[config.mk]
export PLATFORM = sky130hd
export DESIGN_NAME = zint_top
export DESIGN_NICKNAME = d
export VERILOG_FILES = /design/src/design/zint_pkg.sv /design/src/design/zint_top.sv /design/src/design/zint_vector.sv /design/src/design/zint_pending.sv /design/src/design/zint_bus_decode.sv
export VERILOG_INCLUDE_DIRS = /design/src /design/src/design
export SDC_FILE = /design/constraint.sdc
export NUM_CORES = 1
export LEC_CHECK = 0
export BUFFER_PORTS_ARGS = -buffer_cell sky130_fd_sc_hd__buf_4
export CORE_ASPECT_RATIO = 0.8
export CORE_MARGIN = 2
export CORE_UTILIZATION = 34
export CTS_BUF_LIST = sky130_fd_sc_hd__clkbuf_16
export DETAILED_ROUTE_END_ITERATION = 12
export PLACE_DENSITY = 0.59
export SLEW_MARGIN = 20
export SYNTH_ARGS = -nofsm -noshare
export SYNTH_HDL_FRONTEND = slang
export SYNTH_SLANG_ARGS = --single-unit
[constraint.sdc]
create_clock -name clk -period 1.8 [get_ports clk]
set_input_delay 0.18 -clock clk [delete_from_list [all_inputs] [get_ports clk]]
set_output_delay 0.18 -clock clk [all_outputs]
set_load 0.005 [all_outputs]
[src/design/zint_settings.svh]
`ifndef ZINT_SETTINGS_SVH
`define ZINT_SETTINGS_SVH

// I/O port map of the controller registers
`define ZINT_ADDR_MASK 8'h2A // enable bits, frame/line/dma
`define ZINT_ADDR_VFRM 8'h2B
`define ZINT_ADDR_VLIN 8'h2C
`define ZINT_ADDR_VDMA 8'h2D

// clocks a frame interrupt waits for its acknowledge
`define ZINT_FRM_LEN 32

// only the frame interrupt is on after reset
`define ZINT_MASK_RST 3'b001

`endif
[src/design/zint_pkg.sv]
package zint_pkg;

	// interrupt sources, listed from highest to lowest priority
	typedef enum logic [1:0]
	{
		SRC_FRM  = 2'd0, // frame start
		SRC_LIN  = 2'd1, // line start
		SRC_DMA  = 2'd2, // dma done
		SRC_NONE = 2'd3  // nothing pending
	} int_src_e;

	// programmable bits 3..1 of a vector
	typedef logic [2:0] vect_low_t;

	// byte put on the data bus in the IM2 acknowledge cycle
	typedef logic [7:0] im2_vect_t;

endpackage

[src/design/zint_top.sv]
module zint_top
(
	input  logic                clk,
	input  logic                int_start_lin,
	input  logic                frame_start,
	input  logic                line_start,
	input  logic                dma_done,
	input  logic                vdos,
	input  logic                intack,
	input  logic                io_wr,
	input  logic [7:0]          io_addr,
	input  logic [7:0]          io_data,
	output logic                int_n,
	output zint_pkg::im2_vect_t im2vect
);

	logic                ack;
	logic [2:0]          intmask;
	zint_pkg::vect_low_t im2v_frm;
	zint_pkg::vect_low_t im2v_lin;
	zint_pkg::vect_low_t im2v_dma;
	logic                pend_frm;
	logic                pend_lin;
	logic                pend_dma;
	zint_pkg::int_src_e  top_src;

	// cpu side registers and ack edge
	zint_bus_decode zint_bus_decode_i
	(
		.clk           (clk),
		.int_start_lin (int_start_lin),
		.intack        (intack),
		.io_wr         (io_wr),
		.io_addr       (io_addr),
		.io_data       (io_data),
		.ack           (ack),
		.intmask       (intmask),
		.im2v_frm      (im2v_frm),
		.im2v_lin      (im2v_lin),
		.im2v_dma      (im2v_dma)
	);

	zint_pending zint_pending_i
	(
		.clk           (clk),
		.int_start_lin (int_start_lin),
		.frame_start   (frame_start),
		.line_start    (line_start),
		.dma_done      (dma_done),
		.vdos          (vdos),
		.ack           (ack),
		.intmask       (intmask),
		.pend_frm      (pend_frm),
		.pend_lin      (pend_lin),
		.pend_dma      (pend_dma),
		.top_src       (top_src)
	);

	zint_vector zint_vector_i
	(
		.clk           (clk),
		.int_start_lin (int_start_lin),
		.ack           (ack),
		.vdos          (vdos),
		.pend_frm      (pend_frm),
		.pend_lin      (pend_lin),
		.pend_dma      (pend_dma),
		.top_src       (top_src),
		.im2v_frm      (im2v_frm),
		.im2v_lin      (im2v_lin),
		.im2v_dma      (im2v_dma),
		.int_n         (int_n),
		.im2vect       (im2vect)
	);

endmodule

[src/design/zint_vector.sv]
module zint_vector
(
	input  logic                clk,
	input  logic                int_start_lin,
	input  logic                ack,
	input  logic                vdos,
	input  logic                pend_frm,
	input  logic                pend_lin,
	input  logic                pend_dma,
	input  zint_pkg::int_src_e  top_src,
	input  zint_pkg::vect_low_t im2v_frm,
	input  zint_pkg::vect_low_t im2v_lin,
	input  zint_pkg::vect_low_t im2v_dma,
	output logic                int_n,
	output zint_pkg::im2_vect_t im2vect
);

	zint_pkg::int_src_e src_sel; // source of the last acknowledge

	// dma request stays invisible to the cpu during vdos
	assign int_n = !(pend_frm || pend_lin || (pend_dma && !vdos));

	always_ff @(posedge clk or posedge int_start_lin)
	begin
		if (int_start_lin)
			src_sel <= zint_pkg::SRC_FRM;
		else if (ack && (top_src != zint_pkg::SRC_NONE))
			src_sel <= top_src; // empty ack keeps the old vector
	end

	// upper nibble per source, then programmed bits, bit 0 always set
	always_comb
	begin
		case (src_sel)
			zint_pkg::SRC_FRM:
				im2vect = {4'hF, im2v_frm, 1'b1};
			zint_pkg::SRC_LIN:
				im2vect = {4'hE, im2v_lin, 1'b1};
			default:
				im2vect = {4'hD, im2v_dma, 1'b1};
		endcase
	end

endmodule

[src/design/zint_pending.sv]
`include "zint_settings.svh"

module zint_pending
(
	input  logic               clk,
	input  logic               int_start_lin,
	input  logic               frame_start,
	input  logic               line_start,
	input  logic               dma_done,
	input  logic               vdos,
	input  logic               ack,
	input  logic [2:0]         intmask,
	output logic               pend_frm,
	output logic               pend_lin,
	output logic               pend_dma,
	output zint_pkg::int_src_e top_src
);

	localparam int CNT_W = $clog2(`ZINT_FRM_LEN + 1);
	localparam logic [CNT_W-1:0] CNT_END = CNT_W'(`ZINT_FRM_LEN);

	logic [CNT_W-1:0] frm_cnt;
	logic             set_frm;
	logic             set_lin;
	logic             frm_expire;
	logic             ack_frm;
	logic             ack_lin;
	logic             ack_dma;

	// frame and line requests are dropped while vdos is active
	assign set_frm = frame_start && !vdos;
	assign set_lin = line_start && !vdos;

	// fixed priority, frame first
	always_comb
	begin
		if (pend_frm)
			top_src = zint_pkg::SRC_FRM;
		else if (pend_lin)
			top_src = zint_pkg::SRC_LIN;
		else if (pend_dma)
			top_src = zint_pkg::SRC_DMA;
		else
			top_src = zint_pkg::SRC_NONE;
	end

	// acknowledge only clears the winning flag
	assign ack_frm = ack && (top_src == zint_pkg::SRC_FRM);
	assign ack_lin = ack && (top_src == zint_pkg::SRC_LIN);
	assign ack_dma = ack && (top_src == zint_pkg::SRC_DMA);

	// counts clocks since the frame flag went up, parks at the end value
	always_ff @(posedge clk or posedge int_start_lin)
	begin
		if (int_start_lin)
			frm_cnt <= CNT_END;
		else if (intmask[0] && set_frm)
			frm_cnt <= 1; // restart on every accepted frame strobe
		else if (frm_cnt != CNT_END)
			frm_cnt <= frm_cnt + 1'b1;
	end

	assign frm_expire = pend_frm && (frm_cnt == CNT_END);

	always_ff @(posedge clk or posedge int_start_lin)
	begin
		if (int_start_lin)
			pend_frm <= 1'b0;
		else if (!intmask[0])
			pend_frm <= 1'b0;
		else if (set_frm)
			pend_frm <= 1'b1;
		else if (frm_expire || ack_frm)
			pend_frm <= 1'b0; // nobody took it in time
	end

	always_ff @(posedge clk or posedge int_start_lin)
	begin
		if (int_start_lin)
			pend_lin <= 1'b0;
		else if (!intmask[1])
			pend_lin <= 1'b0;
		else if (set_lin)
			pend_lin <= 1'b1;
		else if (ack_lin)
			pend_lin <= 1'b0;
	end

	// dma is kept through vdos, only its output is held back later
	always_ff @(posedge clk or posedge int_start_lin)
	begin
		if (int_start_lin)
			pend_dma <= 1'b0;
		else if (!intmask[2])
			pend_dma <= 1'b0;
		else if (dma_done)
			pend_dma <= 1'b1;
		else if (ack_dma)
			pend_dma <= 1'b0;
	end

endmodule

[src/design/zint_bus_decode.sv]
`include "zint_settings.svh"

module zint_bus_decode
(
	input  logic               clk,
	input  logic               int_start_lin,
	input  logic               intack,
	input  logic               io_wr,
	input  logic [7:0]         io_addr,
	input  logic [7:0]         io_data,
	output logic               ack,
	output logic [2:0]         intmask,
	output zint_pkg::vect_low_t im2v_frm,
	output zint_pkg::vect_low_t im2v_lin,
	output zint_pkg::vect_low_t im2v_dma
);

	logic intack_r; // intack seen at the previous edge
	logic wr_mask;
	logic wr_vfrm;
	logic wr_vlin;
	logic wr_vdma;

	// history starts high so an intack held through reset is no new edge
	always_ff @(posedge clk or posedge int_start_lin)
	begin
		if (int_start_lin)
			intack_r <= 1'b1;
		else
			intack_r <= intack;
	end

	assign ack = intack && !intack_r; // rising edge only

	// register selects
	assign wr_mask = io_wr && (io_addr == `ZINT_ADDR_MASK);
	assign wr_vfrm = io_wr && (io_addr == `ZINT_ADDR_VFRM);
	assign wr_vlin = io_wr && (io_addr == `ZINT_ADDR_VLIN);
	assign wr_vdma = io_wr && (io_addr == `ZINT_ADDR_VDMA);

	always_ff @(posedge clk or posedge int_start_lin)
	begin
		if (int_start_lin)
			intmask <= `ZINT_MASK_RST;
		else if (wr_mask)
			intmask <= io_data[2:0]; // bit 0 frame, 1 line, 2 dma
	end

	always_ff @(posedge clk or posedge int_start_lin)
	begin
		if (int_start_lin)
			im2v_frm <= '0;
		else if (wr_vfrm)
			im2v_frm <= io_data[2:0];
	end

	always_ff @(posedge clk or posedge int_start_lin)
	begin
		if (int_start_lin)
			im2v_lin <= '0;
		else if (wr_vlin)
			im2v_lin <= io_data[2:0];
	end

	always_ff @(posedge clk or posedge int_start_lin)
	begin
		if (int_start_lin)
			im2v_dma <= '0;
		else if (wr_vdma)
			im2v_dma <= io_data[2:0];
	end

endmodule

==> impl_metrics.tcl, run 1 <==
set metrics [dict create \
    reg2reg_depth 5 \
    grt_max_degree 25 \
    via_per_inst 4.93 \
    core-area_um2 3450 \
    min_period_ns 1.50 \
    path_max_fanout 6 \
    crit_required_ns 1.95 \
    yosysTopAreaCell "dfrtp_1" \
    finalHoldViolations 0 \
    synth_ff_type "dfrtp_1" \
    drtIter0Drc 39 \
    nNetsFinal 162 \
    grt_pass1_wl_um 3930 \
    cts_num_sinks 24 \
    grt_pass1_vias 856 \
    cp-startpoint "zint_pending_i.frm_cnt[0]" \
    slowest_stage "dfrtp_1" \
    antenna_left 0 \
    dpl.hpwl_um 1800 \
    rsz0062_at_grt "no" \
    n_antenna_cell 0 \
    fin_setup_tns_ns 0 \
    synth_common_cells "dfrtp_1 (21), mux2_2 (11), o21ai_0 (9)" \
    synth.most_common_cell "dfrtp_1" \
    die_x_um 71.4 \
    wirelength_um 2340 \
    clk_latency_ns 0.25 \
    slew_violations 0 \
    wire_per_inst_um 13.2 \
    path_depth 5 \
    n_fill_cell 325 \
    arrival_ns 1.65 \
    firstDrtPassIters 2 \
    die_area_um2 4130 \
    netlist_instances 109 \
    cts_root_buffer "clkbuf_16" \
    peakVddDrop_mv 0.531 \
    critical_path.max_stage_delay_ns 0.41 \
    yosys_warnings 0 \
    overflow 0 \
    stdcell_count 177 \
    routabilityCongestion 0.719 \
    reg2reg_to "zint_pending_i.frm_cnt[0]" \
    cts_tree "yes" \
    power_leakage_uw 0.000748 \
    drc 0 \
    htreeDepth 1 \
    crit_chain "inv_1 > ha_1 > nand4bb_1 > or3_1 > a21o_1" \
    drive_gt1_share_pct 34.1 \
    crit_end "zint_pending_i.frm_cnt[0]" \
    synthesis.area_um2 1230 \
    synth_area_leaders "dfrtp_1 (43%), mux2_2 (10%), dfstp_2 (6.4%), o21ai_0 (3.6%), mux2i_1 (2.4%)" \
    maxCapViolations 0 \
    fp-row-count 19 \
    synth_edf_count 0 \
    power_uw 1530 \
    cts_buffers 3 \
    reg2reg_slack_ns 0.30 \
    cts_resized 0 \
    die_h_um 57.9 \
    timing.rr.start "zint_pending_i.frm_cnt[0]" \
    initial_core_util_pct 35.8 \
    vias 873 \
    seqCellArea_um2 604 \
    ys_seq_area_share_pct 48.9 \
    async_reset_ff_share_pct 100 \
    status "finished, final reports clean" \
    synth_cell_types 34 \
    cts_max_path_buffers 2 \
    timing.hold.ws_ns 0.0442 \
    setup_violations 0 \
    multi_input_area_um2 582 \
    grt_use_total_pct 12.7 \
    crit_path_end_kind "flop" \
    hold_buffers 1 \
    antenna_found_initial 0 \
    critical-path-top-delay-family "simple AND/OR/NAND/NOR gates" \
    syn_to_final_growth_pct 24.5 \
    top_level_ports 33 \
    path_buf_inv 1 \
    port_buffers 24 \
    synth_seq_cells 24 \
    power_density_nw_per_um2 993 \
    synth_area_per_cell_um2 11.3 \
    fmax_mhz 667 \
    fin_worst_skew_ns 0.00106 \
    hp-class "input pin to flop" \
    synth_top_area_share_pct 42.6 \
    post-cts-setup-buffers 0 \
    clk_pin_slew_ns 0.06 \
    fin_crit_sh_pct 83.3 \
    crit_type "flop to flop" \
    startpoint_type "flop" \
    placed_cells 172 \
]
## worst min-delay path by stage
stage / from / end / slack (ns) / cells after the start
final: intack / zint_bus_decode_i.intack_r / 0.04 / 1
after global routing: intack / zint_bus_decode_i.intack_r / 0.04 / 1
after CTS: intack / zint_bus_decode_i.intack_r / 0.04 / 1
after detailed placement: int_start_lin / zint_bus_decode_i.im2v_dma[0] / 0.25 / 3
after global placement: int_start_lin / zint_bus_decode_i.im2v_dma[0] / 0.25 / 3
after floorplan: intack / zint_bus_decode_i.intack_r / 0.18 / 0
## placed cells by master (no fill, tap or decap), drive strengths merged, types with 2 or more instances in the layout
cell type  instances
dfrtp             21
nor2b              4
nand4bb            2
nand3              2
mux2              12
mux2i              3
or3                3
o21ai              9
a21boi             3
clkbuf             3
ha                 2
inv                7
nand2b             3
buf               25
dfstp              3
nor2               4
conb               3
a21oi              5
nand2              7
## metal layers
layer	global-route usage (%)	vias up	part of all wire (%)
met5	0	-	0
met4	4.85	0	1.7
met3	3.83	4	4.5
met2	19.7	18	46
met1	16.8	422	47
li1	-	429	-
## stage by stage
| step | util, % | cell area (µm²) | setup slack [ns] |
|---|---|---|---|
| 2_1_floorplan | - | 1240 | 0.453 |
| 3_3_place_gp | 42.0 | 1450 | 0.356 |
| 3_5_place_dp | 42.0 | 1450 | 0.318 |
| 4_1_cts | 44.6 | 1540 | 0.297 |
| 5_1_grt | 44.6 | 1540 | 0.151 |
| 6_report | 44.6 | 1540 | 0.300 |
## sequential cells by signal, summed over array words and instances (netlist names)
| register | flops |
|---|---|
| zint_bus_decode_i.im2v_frm | 3 |
| zint_bus_decode_i.intmask | 3 |
| zint_bus_decode_i.im2v_dma | 3 |
| zint_pending_i.frm_cnt | 6 |
| zint_pending_i.pend_lin | 1 |
| zint_bus_decode_i.intack_r | 1 |
| zint_bus_decode_i.im2v_lin | 3 |
| zint_vector_i.src_sel | 2 |
| zint_pending_i.pend_frm | 1 |
| zint_pending_i.pend_dma | 1 |
## final cells by class
type | instances | area share, %
Clock buffer | 3 | 4.88
Clock inverter | 1 | 0.244
Inverter | 6 | 1.46
Multi-Input combinational cell | 75 | 37.8
Sequential cell | 24 | 39.3
Tap cell | 42 | 3.42
Timing Repair Buffer | 26 | 12.9
## worst reg2reg max path, stage by stage, from the launching register on
cell and delay (ns):
dfrtp_1 0.41, inv_1 0.08, ha_1 0.15, nand4bb_1 0.21
or3_1 0.36, a21o_1 0.18
## kinds of logic (layout without fill, tap and decap cells)
logic type	count (synthesis)	after routing	share of synthesized area [%]
AOI/OAI and AO/OA	20	20	9.42
xor gates and xnor gates	2	2	1.42
adders and majority gates	2	2	2.03
buffers and inverters	12	36	4.56
DFF	24	24	48.9
muxes	15	15	13.4
other	1	3	0.304
and+or+nand+nor	33	33	20.0
## report_power, final
| group | internal (µW) | switching [µW] |
|---|---|---|
| registers | 637 | 97.5 |
| clock network | 296 | 177 |
| logic | 177 | 142 |
Note: power is estimated with default switching activity, not from simulation.
==> run 2: changes to the inputs <==
Clock period 1.8 ns to 1.4 ns, I/O delays scaled along.
==> impl_metrics.tcl, run 2 (synthesized netlist as in run 1, its figures left out) <==
set metrics [dict create \
    overflow 0 \
    place_area_um2 1480 \
    path_max_fanout 4 \
    slowest_stage "dfrtp_1" \
    cts_buffers 3 \
    use_met1_pct 17.2 \
    nNetsFinal 168 \
    drc 0 \
    peakVddDrop_mv 0.551 \
    p_int_uw 1540 \
    min_period_ns 1.40 \
    drive_gt1_share_pct 39.7 \
    path_buf_inv 1 \
    grt_pass1_vias 843 \
    p_switching_uw 595 \
    crit_chain "inv_2 > ha_4 > nand4bb_4 > or3_1 > a21o_1" \
    drtIter0Drc 23 \
    grt_use_total_pct 12.6 \
    htreeDepth 1 \
    arrival_ns 1.55 \
    crit_path_end_kind "flop" \
    firstDrtPassIters 4 \
    final_area_um2 1620 \
    combPwrFrac_pct 27.5 \
    grt-busiest-layer "met2" \
    timing.hold.ws_ns 0.0982 \
    fp-row-count 19 \
    seqCellArea_um2 606 \
    grt_max_degree 25 \
    largest_reg_flops 6 \
    antenna_found_initial 0 \
    maxCapViolations 0 \
    slew_violations 0 \
    n_antenna_cell 0 \
    seqPwrFrac_pct 44.0 \
    critical-path-top-delay-family "simple AND/OR/NAND/NOR gates" \
    cts_root_buffer "clkbuf_16" \
    finalWorstSetupSlack_ns 0.00216 \
    top_level_ports 33 \
    antenna_left 0 \
    setup_violations 0 \
    critical_path.max_stage_delay_ns 0.40 \
    largest-register "zint_pending_i.frm_cnt" \
    multi_input_area_um2 611 \
    cts_num_sinks 24 \
    wirelength_um 2510 \
    hp-class "input pin to flop" \
    wire_per_inst_um 13.7 \
    status "finished, final reports clean" \
    clk_pin_slew_ns 0.06 \
    fin_worst_skew_ns 0.00562 \
    port_buffers 24 \
    fin_crit_sh_pct 99.8 \
    swShare_pct 27.9 \
    mostFrequentLayoutCell "buf_4" \
    p_clk_share_pct 28.5 \
    vias 894 \
    power_leakage_uw 0.000776 \
    finalHoldViolations 0 \
    cts_tree "yes" \
    clk_latency_ns 0.25 \
    initial_core_util_pct 35.8 \
    n_fill_cell 322 \
    layout_common_cells "buf_4 (30), dfrtp_1 (20), mux2_2 (11)" \
    dpl.hpwl_um 1830 \
    cts_max_path_buffers 2 \
    die_h_um 57.9 \
    grt_util_met3_pct 3.30 \
    power_density_nw_per_um2 1320 \
    grt_use_met2_pct 19.2 \
    fin_setup_tns_ns 0 \
    fmax_mhz 715 \
    routabilityCongestion 0.773 \
    rsz0062_at_grt "yes" \
    startpoint_type "flop" \
    die_x_um 71.4 \
    die_area_um2 4130 \
    place_ws_ns -0.000852 \
    crit_type "flop to flop" \
    grt_pass1_wl_um 3960 \
    syn_to_final_growth_pct 30.8 \
    via_per_inst 4.89 \
    core-area_um2 3450 \
    crit_required_ns 1.55 \
]
run 2: power groups by stage:
stage	clock [µW]	sequential (µW)	combinational, µW
3_3_place_gp	0	926	481
2_1_floorplan	0	895	325
5_1_grt	649	955	649
4_1_cts	627	916	507
3_5_place_dp	0	925	504
6_report	609	938	586
run 2: layout make-up:
class | count | share of cell area, %
Multi-Input combinational cell | 75 | 37.8
Sequential cell | 24 | 37.5
Timing Repair Buffer | 32 | 15.2
Clock buffer | 3 | 4.65
Tap cell | 42 | 3.25
Inverter | 6 | 1.39
Clock inverter | 1 | 0.232
run 2: metal layers:
layer | routed length [µm] | part of all wire (%)
met2 | 1150 | 46
met1 | 1180 | 47
met5 | 0 | 0
met3 | 129 | 5.1
met4 | 39 | 1.6
run 2: timing repair:
action	in CTS	in global routing
gates resized for setup	0	6
endpoints found under the setup margin	1	5
hold buffers	2	0
pin swaps	1	2
endpoints found under the hold margin	22	0
buffers inserted	0	1
run 2: final timing paths:
kind / from / end / slack, ns / cells after the start
max: zint_pending_i.frm_cnt[0] / zint_pending_i.frm_cnt[0] / 0.002 / 5
min: dma_done / zint_pending_i.pend_dma / 0.1 / 2
max in group asynchronous: int_start_lin / zint_bus_decode_i.intmask[0] / 0.62 / 4
min in group asynchronous: int_start_lin / zint_pending_i.pend_frm / 0.49 / 4
min reg2reg: zint_bus_decode_i.im2v_frm[0] / zint_bus_decode_i.im2v_frm[0] / 0.49 / 1
max reg2reg: zint_pending_i.frm_cnt[0] / zint_pending_i.frm_cnt[0] / 0.002 / 5
run 2: per-stage QoR:
stage	total power (µW)	cells	utilization [%]
floorplan	1220	111	-
global placement	1410	176	42.9
detailed placement	1430	176	42.9
CTS	2050	182	45.8
global route	2250	183	46.9
finish	2130	183	46.9
==> run 3: changes to the inputs <==
Settings changed: GPL_ROUTABILITY_DRIVEN from default to 0, SYNTH_HIERARCHICAL from default to 1.
==> impl_metrics.tcl, run 3 <==
set metrics [dict create \
    vias 880 \
    synth_cell_types 32 \
    muxShareOfSynthArea_pct 13.3 \
    cts_num_sinks 24 \
    peakVddDrop_mv 0.507 \
    fp-row-count 19 \
    synth_seq_cells 24 \
    finalWorstSetupSlack_ns -0.0317 \
    htreeDepth 1 \
    cp-startpoint "io_addr[4]" \
    min_period_ns 1.43 \
    layout_common_cells "buf_4 (22), dfrtp_1 (21), inv_1 (8)" \
    synth_area_per_cell_um2 11.1 \
    async_reset_ff_share_pct 100 \
    reg2reg_slack_ns 0.07 \
    wire_per_inst_um 13.0 \
    rsz0062_at_grt "yes" \
    yosys_warnings 6 \
    combPwrFrac_pct 20.6 \
    fin_worst_skew_ns 0.00281 \
    ys_seq_area_share_pct 48.8 \
    timing.hold.ws_ns 0.106 \
    via_per_inst 4.81 \
    overflow 0 \
    fmax_mhz 698 \
    port_buffers 24 \
    die_area_um2 4150 \
    cts_max_path_buffers 2 \
    fin_crit_sh_pct 102 \
    setup_violations 5 \
    synth_common_cells "dfrtp_1 (21), mux2_2 (12), inv_1 (8)" \
    crit_type "input pin to flop" \
    p_switching_uw 541 \
    antenna_left 0 \
    cts_tree "yes" \
    power_leakage_uw 0.000721 \
    largest_reg_flops 6 \
    crit_required_ns 1.53 \
    place_area_um2 1460 \
    critical_path.max_stage_delay_ns 0.59 \
    fin_setup_tns_ns -0.0728 \
    synth_compound_area_share_pct 7.88 \
    synth.most_common_cell "dfrtp_1" \
    cts_root_buffer "clkbuf_16" \
    arrival_ns 1.57 \
    clk_latency_ns 0.25 \
    grt_max_degree 14 \
    yosysTopAreaCell "dfrtp_1" \
    startpoint_type "input pin" \
    wirelength_um 2390 \
    yosys.area_share.simple_pct 20.1 \
    swShare_pct 27.6 \
    critical-path-top-delay-family "simple AND/OR/NAND/NOR gates" \
    mostFrequentLayoutCell "buf_4" \
    antenna_found_initial 0 \
    crit_chain "buf_6 > or4b_4 > nor4_4 > mux2_4" \
    max_slew_margin_pct 66.6 \
    path_buf_inv 1 \
    synth_top_area_share_pct 42.4 \
    clk_pin_slew_ns 0.06 \
    finalHoldViolations 0 \
    stdcell_count 183 \
    power_density_nw_per_um2 1230 \
    p_int_uw 1420 \
    hp-class "input pin to flop" \
    dpl.hpwl_um 1900 \
    drc 0 \
    core-area_um2 3470 \
    drive_gt1_share_pct 37.6 \
    drtIter0Drc 42 \
    netlist_instances 112 \
    die_h_um 58.0 \
    synthesis.area_um2 1240 \
    syn_to_final_growth_pct 28.2 \
    die_x_um 71.5 \
    firstDrtPassIters 4 \
    p_clk_share_pct 30.6 \
    crit_end "zint_bus_decode_i/intmask[2]" \
    path_depth 4 \
    grt_use_total_pct 13.1 \
    path_max_fanout 4 \
    placed_cells 177 \
    synth_ff_type "dfrtp_1" \
    largest-register "zint_pending_i/frm_cnt" \
    n_antenna_cell 0 \
    reg2reg_to "zint_pending_i/frm_cnt[0]" \
    synth-adder-area-share_pct 2.02 \
    grt_pass1_wl_um 4220 \
    seqPwrFrac_pct 48.9 \
    violations "setup timing" \
    final_area_um2 1590 \
    top_level_ports 33 \
    reg2reg_depth 5 \
    synth_edf_count 0 \
    grt_pass1_vias 887 \
    crit_path_end_kind "flop" \
    cts_buffers 3 \
    synth_top_family_by_area "simple AND/OR/NAND/NOR gates" \
    nNetsFinal 168 \
    synthXorXnorAreaFrac_pct 2.12 \
    worst_slew_pin_slew_ns 0.501 \
    synth_area_leaders "dfrtp_1 (42%), mux2_2 (11%), dfstp_2 (6.4%), nor4_4 (3.4%), a21oi_1 (2.4%)" \
    initial_core_util_pct 35.7 \
    maxCapViolations 0 \
    slowest_stage "or4b_4" \
    status "finished with violations" \
    slew_violations 0 \
    timing.rr.start "zint_pending_i/frm_cnt[0]" \
]
## run 3: cell count changes in the layout (fill, tap and decap cells not counted), sizes merged, moves of 2 or more
cell | previous run | this run
nor3 | 0 | 4
or3 | 3 | 1
buf | 30 | 25
o21ai | 9 | 6
a21boi | 3 | 0
inv | 7 | 9
o21a | 1 | 3
nand3 | 2 | 5
## run 3: routing by layer
layer  global-route usage [%]  vias to the layer above  wire length, µm
li1                         -                      436                -
met1                     18.8                      420             1210
met2                     20.4                       22             1040
met3                     2.61                        2              104
met4                     3.23                        0               27
met5                        0                        -                0
## run 3: final cells by class
class,instances,area (µm²)
Multi-Input combinational cell,77,599
Clock inverter,1,3.75
Sequential cell,24,604
Fill cell,322,1880
Tap cell,42,52.6
Timing Repair Buffer,27,219
Clock buffer,3,75.1
Inverter,9,33.8
## run 3: worst min-delay path by stage
| stage | endpoint | slack [ns] | cells past startpoint | from |
|---|---|---|---|---|
| finish | zint_pending_i/pend_dma | 0.11 | 2 | dma_done |
| global route | zint_pending_i/pend_dma | 0.10 | 2 | dma_done |
| CTS | zint_pending_i/pend_dma | 0.10 | 2 | dma_done |
| detailed placement | zint_vector_i/src_sel[0] | 0.01 | 2 | int_start_lin |
| global placement | zint_vector_i/src_sel[1] | 0.01 | 2 | int_start_lin |
| floorplan | zint_vector_i/src_sel[0] | -0.12 | 1 | int_start_lin |
## run 3: logic make-up after synthesis
logic type | Yosys count
flip-flops | 24
AND/OR/NAND/NOR | 37
AO/OA/AOI/OAI | 17
other | 1
multiplexers | 15
XOR/XNOR | 3
adder cells (fa/ha/maj) | 2
buffers and inverters | 13
## run 3: what timing repair did
item	4_1_cts	5_1_grt
hold buffers	2	0
pin swaps	2	2
buffers inserted	0	0
resized for setup	4	5
hold endpoints to repair	22	0
gates cloned	0	0
endpoints found under the setup margin	5	13
## run 3: power groups by stage
stage / logic, µW / clock network [µW] / registers, µW
5_1_grt: 471 / 655 / 982
6_report: 404 / 599 / 958
4_1_cts: 405 / 617 / 955
3_5_place_dp: 402 / 0 / 962
3_3_place_gp: 387 / 0 / 960
2_1_floorplan: 303 / 0 / 927
## run 3: worst register-to-register path, cell delays in order, from the launching register on
cell      delay [ns]
dfrtp_1         0.43
inv_1           0.09
ha_1            0.21
and4bb_2        0.23
a21oi_1         0.14
o21ai_0         0.11
## run 3: through the flow
| step | power [µW] | setup WS, ns | utilization, % |
|---|---|---|---|
| 5_1_grt | 2110 | -0.0418 | 45.7 |
| 2_1_floorplan | 1230 | -0.121 | - |
| 3_3_place_gp | 1350 | -0.264 | 42.0 |
| 3_5_place_dp | 1360 | -0.290 | 42.0 |
| 6_report | 1960 | -0.0317 | 45.7 |
| 4_1_cts | 1980 | -0.0223 | 45.2 |
